--- config.mk ---
export PLATFORM = sky130hd
export DESIGN_NAME = packet_merger_top
export DESIGN_NICKNAME = d
export VERILOG_FILES = /design/src/design/merger_cfg_pkg.sv /design/src/design/merger_types_pkg.sv /design/src/design/source_queue.sv /design/src/design/fair_arbiter.sv /design/src/design/drain_control.sv /design/src/design/output_stage.sv /design/src/design/packet_merger_top.sv
export SDC_FILE = /design/constraint.sdc
export NUM_CORES = 1
export LEC_CHECK = 0
export BUFFER_PORTS_ARGS = -buffer_cell sky130_fd_sc_hd__buf_2
export CORE_MARGIN = 2
export CORE_UTILIZATION = 34
export CTS_CLUSTER_DIAMETER = 200
export CTS_CLUSTER_SIZE = 25
export DETAILED_ROUTE_END_ITERATION = 10
export GPL_TIMING_DRIVEN = 0
export PLACE_DENSITY_LB_ADDON = 0.1
export SYNTH_ARGS = -nofsm -noshare
export SYNTH_HDL_FRONTEND = slang
export SYNTH_SLANG_ARGS = --single-unit
export TNS_END_PERCENT = 30
--- constraint.sdc ---
create_clock -name clk -period 8.6 [get_ports clk]
set_clock_uncertainty 0.1 [all_clocks]
set_input_delay 0.86 -clock clk [delete_from_list [all_inputs] [get_ports clk]]
set_output_delay 0.86 -clock clk [all_outputs]
set_load 0.1 [all_outputs]
--- src/design/merger_cfg_pkg.sv ---
package merger_cfg_pkg;

    // Defaults for the top level, the testbench reads them too
    parameter int NUM_SOURCES_DEF = 4;
    parameter int QUEUE_DEPTH_DEF = 8;  // Must be a power of two

    // Width of one packet word
    parameter int DATA_WIDTH = 16;

endpackage

--- src/design/merger_types_pkg.sv ---
package merger_types_pkg;

    import merger_cfg_pkg::*;

    // One word of a packet
    typedef logic [DATA_WIDTH-1:0] data_t;

    // Packet lock of the drain side
    typedef enum logic {
        IDLE,    // Free to pick any source
        LOCKED   // Draining one source until its last word
    } drain_state_t;

endpackage

--- src/design/source_queue.sv ---
`timescale 1ns/1ps

module source_queue #(
    parameter int QUEUE_DEPTH = merger_cfg_pkg::QUEUE_DEPTH_DEF,
    localparam int PTR_W = $clog2(QUEUE_DEPTH)
) (
    input  logic                    clk,
    input  logic                    reset_n,
    input  logic                    push,
    input  merger_types_pkg::data_t push_data,
    input  logic                    push_last,
    input  logic                    pop,
    output merger_types_pkg::data_t head_data,
    output logic                    head_last,
    output logic                    not_empty,
    output logic                    full
);

    import merger_types_pkg::*;

    data_t            data_mem [QUEUE_DEPTH];
    logic             last_mem [QUEUE_DEPTH];   // Last-of-packet flag per word
    logic [PTR_W-1:0] wr_ptr;
    logic [PTR_W-1:0] rd_ptr;
    logic [PTR_W:0]   count;
    logic             do_push;
    logic             do_pop;

    assign do_push = push && !full;   // Push into a full queue is dropped
    assign do_pop  = pop && not_empty;

    always_ff @(posedge clk) begin
        if (do_push) begin
            data_mem[wr_ptr] <= push_data;
            last_mem[wr_ptr] <= push_last;
        end
    end

    // Pointers wrap on their own, depth is a power of two
    always_ff @(posedge clk) begin
        if (!reset_n) begin
            wr_ptr <= '0;
            rd_ptr <= '0;
            count  <= '0;
        end else begin
            if (do_push)
                wr_ptr <= wr_ptr + 1'b1;
            if (do_pop)
                rd_ptr <= rd_ptr + 1'b1;
            case ({do_push, do_pop})
                2'b10:   count <= count + 1'b1;
                2'b01:   count <= count - 1'b1;
                default: count <= count;          // Both or neither
            endcase
        end
    end

    assign head_data = data_mem[rd_ptr];
    assign head_last = last_mem[rd_ptr];
    assign not_empty = (count != '0);
    assign full      = (count == (PTR_W + 1)'(QUEUE_DEPTH));

endmodule

--- src/design/fair_arbiter.sv ---
`timescale 1ns/1ps

module fair_arbiter #(
    parameter int NUM_SOURCES = merger_cfg_pkg::NUM_SOURCES_DEF,
    localparam int SRC_W = $clog2(NUM_SOURCES)
) (
    input  logic                   clk,
    input  logic                   reset_n,
    input  logic [NUM_SOURCES-1:0] request,
    input  logic [NUM_SOURCES-1:0] hold,        // Keep the priority where it is
    output logic [SRC_W-1:0]       grant,
    output logic [NUM_SOURCES-1:0] grant_1hot,
    output logic                   grant_valid
);

    // All sources above source 0
    localparam logic [NUM_SOURCES-1:0] ABOVE_ZERO = {{(NUM_SOURCES - 1){1'b1}}, 1'b0};

    logic [NUM_SOURCES-1:0] upper_mask;   // Sources after the last grant
    logic [NUM_SOURCES-1:0] lower_mask;   // Last grant and everything below
    logic [NUM_SOURCES-1:0] upper_req;
    logic [NUM_SOURCES-1:0] lower_req;
    logic [SRC_W-1:0]       upper_sel;
    logic [SRC_W-1:0]       lower_sel;

    // Out of reset the last grant counts as source 0
    always_ff @(posedge clk) begin
        if (!reset_n) begin
            upper_mask <= ABOVE_ZERO;
            lower_mask <= ~ABOVE_ZERO;
        end else if (grant_valid && !hold[grant]) begin
            upper_mask <= ABOVE_ZERO << grant;
            lower_mask <= ~(ABOVE_ZERO << grant);
        end
    end

    assign upper_req = request & upper_mask;
    assign lower_req = request & lower_mask;

    always_comb begin
        upper_sel = '0;
        lower_sel = '0;
        // Walk down so the lowest set bit is left standing
        for (int i = NUM_SOURCES - 1; i >= 0; i--) begin
            if (upper_req[i])
                upper_sel = SRC_W'(i);
            if (lower_req[i])
                lower_sel = SRC_W'(i);
        end
    end

    always_comb begin
        grant_valid       = |request;
        grant             = (|upper_req) ? upper_sel : lower_sel;   // Higher part first
        grant_1hot        = '0;
        grant_1hot[grant] = 1'b1;   // Not gated, user checks grant_valid
    end

endmodule

--- src/design/drain_control.sv ---
`timescale 1ns/1ps

module drain_control #(
    parameter int NUM_SOURCES = merger_cfg_pkg::NUM_SOURCES_DEF,
    localparam int SRC_W = $clog2(NUM_SOURCES)
) (
    input  logic                   clk,
    input  logic                   reset_n,
    input  logic [NUM_SOURCES-1:0] not_empty,
    input  logic [NUM_SOURCES-1:0] head_last,
    input  logic [SRC_W-1:0]       grant,
    input  logic [NUM_SOURCES-1:0] grant_1hot,
    input  logic                   grant_valid,
    output logic [NUM_SOURCES-1:0] request,
    output logic [NUM_SOURCES-1:0] hold,
    output logic [NUM_SOURCES-1:0] pop,
    output logic                   pop_valid,
    output logic [SRC_W-1:0]       pop_source
);

    import merger_types_pkg::*;

    drain_state_t     state;
    drain_state_t     state_next;
    logic [SRC_W-1:0] locked_src;
    logic             granted_last;

    assign granted_last = head_last[grant];

    always_comb begin
        state_next = state;
        case (state)
            IDLE: begin
                // A single-word packet never takes the lock
                if (grant_valid && !granted_last)
                    state_next = LOCKED;
            end
            LOCKED: begin
                if (grant_valid && granted_last)
                    state_next = IDLE;
            end
            default: state_next = IDLE;
        endcase
    end

    always_ff @(posedge clk) begin
        if (!reset_n) begin
            state      <= IDLE;
            locked_src <= '0;
        end else begin
            state <= state_next;
            if (state == IDLE && grant_valid)
                locked_src <= grant;
        end
    end

    // While locked only the owner may ask, an empty owner leaves a gap
    always_comb begin
        if (state == LOCKED) begin
            request             = '0;
            request[locked_src] = not_empty[locked_src];
        end else begin
            request = not_empty;
        end
    end

    // Priority moves on only when a packet's last word goes out
    assign hold = ~head_last;

    assign pop        = grant_1hot & {NUM_SOURCES{grant_valid}};
    assign pop_valid  = grant_valid;
    assign pop_source = grant;

endmodule

--- src/design/output_stage.sv ---
`timescale 1ns/1ps

module output_stage #(
    parameter int NUM_SOURCES = merger_cfg_pkg::NUM_SOURCES_DEF,
    localparam int SRC_W = $clog2(NUM_SOURCES)
) (
    input  logic                                      clk,
    input  logic                                      reset_n,
    input  logic                                      pop_valid,
    input  logic [SRC_W-1:0]                          pop_source,
    input  merger_types_pkg::data_t [NUM_SOURCES-1:0] head_data,
    input  logic [NUM_SOURCES-1:0]                    head_last,
    output logic                                      out_valid,
    output merger_types_pkg::data_t                   out_data,
    output logic [SRC_W-1:0]                          out_source,
    output logic                                      out_last
);

    import merger_types_pkg::*;

    data_t sel_data;
    logic  sel_last;

    assign sel_data = head_data[pop_source];
    assign sel_last = head_last[pop_source];

    always_ff @(posedge clk) begin
        if (!reset_n) begin
            out_valid <= 1'b0;
            out_last  <= 1'b0;
        end else begin
            out_valid <= pop_valid;
            out_last  <= pop_valid && sel_last;   // Low between words
        end
    end

    // Payload only loads on a pop
    always_ff @(posedge clk) begin
        if (pop_valid) begin
            out_data   <= sel_data;
            out_source <= pop_source;
        end
    end

endmodule

--- src/design/packet_merger_top.sv ---
`timescale 1ns/1ps

module packet_merger_top #(
    parameter int NUM_SOURCES = merger_cfg_pkg::NUM_SOURCES_DEF,
    parameter int QUEUE_DEPTH = merger_cfg_pkg::QUEUE_DEPTH_DEF,
    localparam int SRC_W = $clog2(NUM_SOURCES)
) (
    input  logic                                      clk,
    input  logic                                      reset_n,
    input  logic [NUM_SOURCES-1:0]                    push,
    input  merger_types_pkg::data_t [NUM_SOURCES-1:0] push_data,
    input  logic [NUM_SOURCES-1:0]                    push_last,
    output logic [NUM_SOURCES-1:0]                    full,
    output logic                                      out_valid,
    output merger_types_pkg::data_t                   out_data,
    output logic [SRC_W-1:0]                          out_source,
    output logic                                      out_last
);

    import merger_types_pkg::*;

    data_t [NUM_SOURCES-1:0] head_data;
    logic [NUM_SOURCES-1:0]  head_last;
    logic [NUM_SOURCES-1:0]  not_empty;
    logic [NUM_SOURCES-1:0]  pop;
    logic [NUM_SOURCES-1:0]  request;
    logic [NUM_SOURCES-1:0]  hold;
    logic [NUM_SOURCES-1:0]  grant_1hot;
    logic [SRC_W-1:0]        grant;
    logic                    grant_valid;
    logic                    pop_valid;
    logic [SRC_W-1:0]        pop_source;

    for (genvar s = 0; s < NUM_SOURCES; s++) begin : gen_queue
        source_queue #(.QUEUE_DEPTH(QUEUE_DEPTH)) u_queue (
            .clk       (clk),
            .reset_n   (reset_n),
            .push      (push[s]),
            .push_data (push_data[s]),
            .push_last (push_last[s]),
            .pop       (pop[s]),
            .head_data (head_data[s]),
            .head_last (head_last[s]),
            .not_empty (not_empty[s]),
            .full      (full[s])
        );
    end

    fair_arbiter #(.NUM_SOURCES(NUM_SOURCES)) u_arbiter (
        .clk         (clk),
        .reset_n     (reset_n),
        .request     (request),
        .hold        (hold),
        .grant       (grant),
        .grant_1hot  (grant_1hot),
        .grant_valid (grant_valid)
    );

    drain_control #(.NUM_SOURCES(NUM_SOURCES)) u_control (
        .clk         (clk),
        .reset_n     (reset_n),
        .not_empty   (not_empty),
        .head_last   (head_last),
        .grant       (grant),
        .grant_1hot  (grant_1hot),
        .grant_valid (grant_valid),
        .request     (request),
        .hold        (hold),
        .pop         (pop),
        .pop_valid   (pop_valid),
        .pop_source  (pop_source)
    );

    output_stage #(.NUM_SOURCES(NUM_SOURCES)) u_output (
        .clk        (clk),
        .reset_n    (reset_n),
        .pop_valid  (pop_valid),
        .pop_source (pop_source),
        .head_data  (head_data),
        .head_last  (head_last),
        .out_valid  (out_valid),
        .out_data   (out_data),
        .out_source (out_source),
        .out_last   (out_last)
    );

endmodule

==> flow_metrics.py <==
metrics = {
    "timing": {
        "slew_viol_final": 0,
        "tightestPinTransition_ps": 1070,
        "tns_ps": 0,
        "max_freq_ghz": 0.257,
        "finalHoldViolations": 0,
        "setup_viol": 0,
        "rsz0062_at_grt": "no",
        "fin_crit_sh_pct": 45.3,
        "fin_ws_ps": 4700,
        "relSlewSlack_pct": 28.6,
        "period_minus_slack_ps": 3900,
    },
    "placed_design": {
        "dp_hpwl_um": 41000,
        "finalWeightedCongestion": 0.795,
        "dpl.cell_count": 2399,
        "dpl_cell_area_um2": 27000,
        "pre_cts_ws_ps": 4750,
        "numPortBuffers": 97,
    },
    "critical_path": {
        "endpoint_kind": "register",
        "r2r_end": "gen_queue[1].u_queue.count[2]",
        "critPathLaunch": "gen_queue[1].u_queue.count[0]",
        "critPathKind": "register to register",
        "r2r_slack_ps": 4700,
        "crit_required_ps": 9040,
        "crit_path_max_fanout": 10,
        "critical_path_arrival_ps": 4330,
        "start_kind": "register",
        "reg2reg_from": "gen_queue[1].u_queue.count[0]",
        "worstRegToRegCells": 13,
    },
    "logic_synthesis": {
        "yosys_warnings": 0,
        "synthesis.nets": 1401,
        "postSynthAreaPerCell_um2": 18.8,
        "syn_inst": 1307,
        "ys_ff_latch": 625,
        "async_reset_ff_share_pct": 0,
        "ys.flop_type": "edfxtp_1",
        "netlist_area_um2": 24600,
        "synth_cell_types": 56,
        "synth-edff-count": 562,
        "ys_seq_area_share_pct": 73.7,
    },
    "min_path": {
        "hold-path-endpoint": "u_arbiter.upper_mask[1]",
        "hp-start": "u_arbiter.upper_mask[1]",
        "whs_path_depth": 1,
        "hp-class": "register to register",
    },
    "finish": {
        "syn2layout_area_growth_pct": 13.2,
        "fin_nets": 1573,
        "instances_no_fill": 2453,
        "drive_above_1_share_pct": 25.6,
        "mostFrequentLayoutCells": "edfxtp_1, mux4_2, buf_2",
        "stdcell_area_um2": 27800,
        "final_common_cell": "edfxtp_1",
    },
    "route": {
        "vias": 12162,
        "wirelength_um": 58600,
        "drc": 0,
        "drt_first_iter_violations": 868,
        "viasPerCell": 4.96,
        "ant_nets": 0,
        "wl_per_cell_um": 23.9,
        "firstDrtPassIters": 6,
    },
    "floorplanning": {
        "coreArea_um2": 71600,
        "num_rows": 98,
        "fp.dieH_um": 273,
        "fp.dieW_um": 273,
        "pin_count": 98,
        "die-area_um2": 74500,
        "initial_core_util_pct": 34.3,
    },
    "status": {
        "status": "completed",
    },
    "clock_network": {
        "clk_latency_ps": 610,
        "ctsResizeCount": 0,
        "clock_path_buffers": 3,
        "clk_pin_slew_ps": 110,
        "h-tree-depth": 1,
        "cts_setup_buffers": 0,
        "numCtsBuffers": 28,
        "root_buffer": "clkbuf_16",
        "cts_num_sinks": 625,
        "cts_hold_buf": 0,
        "cts_tree": "built",
    },
    "global_route": {
        "grt_max_degree": 27,
        "grt_usage_pct": 15.7,
        "grt_pass1_wl_um": 86400,
        "grt_pass1_vias": 12581,
        "antenna_found_initial": 5,
        "grt_overflow_total": 0,
    },
    "flow_run": {
        "cap_violations": 0,
    },
    "power_and_ir_drop": {
        "p_per_area_nw_per_um2": 309,
        "p_leak_nw": 8.78,
        "totalPowerFinal_mw": 8.61,
        "vdd_drop_max_uv": 299,
    },
}
-- layout make-up --
cell class,count,area (um2)
inverter,20,75.1
buffer,68,292
antenna,2,5.00
fill,6564,43800
tap,950,1190
timing repair buffer,142,1140
clock buffer,52,812
sequential,625,18100
multi-input combinational,594,6200
-- cells by family (layout without fill, tap and decap cells) --
| family | after synthesis | after routing | synth area share, % |
|---|---|---|---|
| buffers and inverters | 88 | 282 | 1.49 |
| AOI/OAI and AO/OA | 107 | 107 | 2.70 |
| and+or+nand+nor | 226 | 226 | 4.29 |
| DFF | 625 | 625 | 73.7 |
| other | 0 | 2 | 0 |
| adders and majority gates | 20 | 20 | 1.02 |
| muxes | 214 | 214 | 15.8 |
| xor gates and xnor gates | 27 | 27 | 0.962 |
-- cells in the mapped netlist (19+ instances only) --
master | number | area share [%]
mux2_2 | 22 | 1.0
xor2_1 | 19 | 0.68
mux2i_1 | 55 | 2.2
clkbuf_1 | 33 | 0.50
buf_1 | 21 | 0.32
dfxtp_1 | 63 | 5.1
ha_1 | 20 | 1.0
edfxtp_1 | 562 | 69
a21oi_1 | 27 | 0.55
nand2_1 | 79 | 1.2
o21ai_0 | 43 | 0.88
mux4_2 | 137 | 13
nor2_1 | 66 | 1.0
-- metrics by stage --
step                      hold WS (ps)  util, %
after floorplan                    336        -
after global placement             355     36.7
after detailed placement           362     37.7
after CTS                          378     38.9
after global routing               391     38.9
final                              379     38.9
-- worst max-delay path, cell delays in order (launching register included) --
cell	delay (ps)
dfxtp_1	490
nor4_2	130
a211oi_1	760
a31o_2	290
clkbuf_1	460
nand2_1	220
inv_1	130
ha_1	260
xor2_1	180
ha_1	160
a21oi_1	40
xor2_1	150
or3_1	320
a21oi_1	140
-- how the worst max path moves through the flow --
stage,to,slack (ps),cells after the start
after floorplan,gen_queue[0].u_queue.count[3],4650,13
after global placement,gen_queue[3].u_queue.data_mem[0][4],2880,5
after detailed placement,gen_queue[1].u_queue.count[2],4750,14
after CTS,gen_queue[1].u_queue.count[2],4720,13
after global routing,gen_queue[1].u_queue.count[2],4380,14
final,gen_queue[1].u_queue.count[2],4700,13
-- sequential cells by signal, indices dropped and copies added, names as in the netlist, named ones only --
signal,cells
gen_queue.u_queue.count,16
u_arbiter.lower_mask,3
u_output.out_valid,1
u_output.out_source,2
u_arbiter.upper_mask,3
gen_queue.u_queue.last_mem,32
u_control.locked_src,2
gen_queue.u_queue.wr_ptr,12
u_output.out_last,1
u_output.out_data,16
gen_queue.u_queue.rd_ptr,12
gen_queue.u_queue.data_mem,512
-- power breakdown --
| part | switching, mW | leakage (nW) | internal [mW] |
|---|---|---|---|
| logic | 2.16 | 2.76 | 1.11 |
| clock network | 0.920 | 0.385 | 0.643 |
| registers | 0.129 | 5.64 | 3.64 |
-- routing by layer --
metal	vias up	wire length [um]	track usage, %	share of wire (%)
li1	5508	-	-	-
met4	8	830	2.73	1.4
met5	-	41	0	0.070
met3	55	2550	2.35	4.4
met2	202	28500	26.4	49
met1	6389	26700	22.0	46
Power figures use the tool's default switching activity.
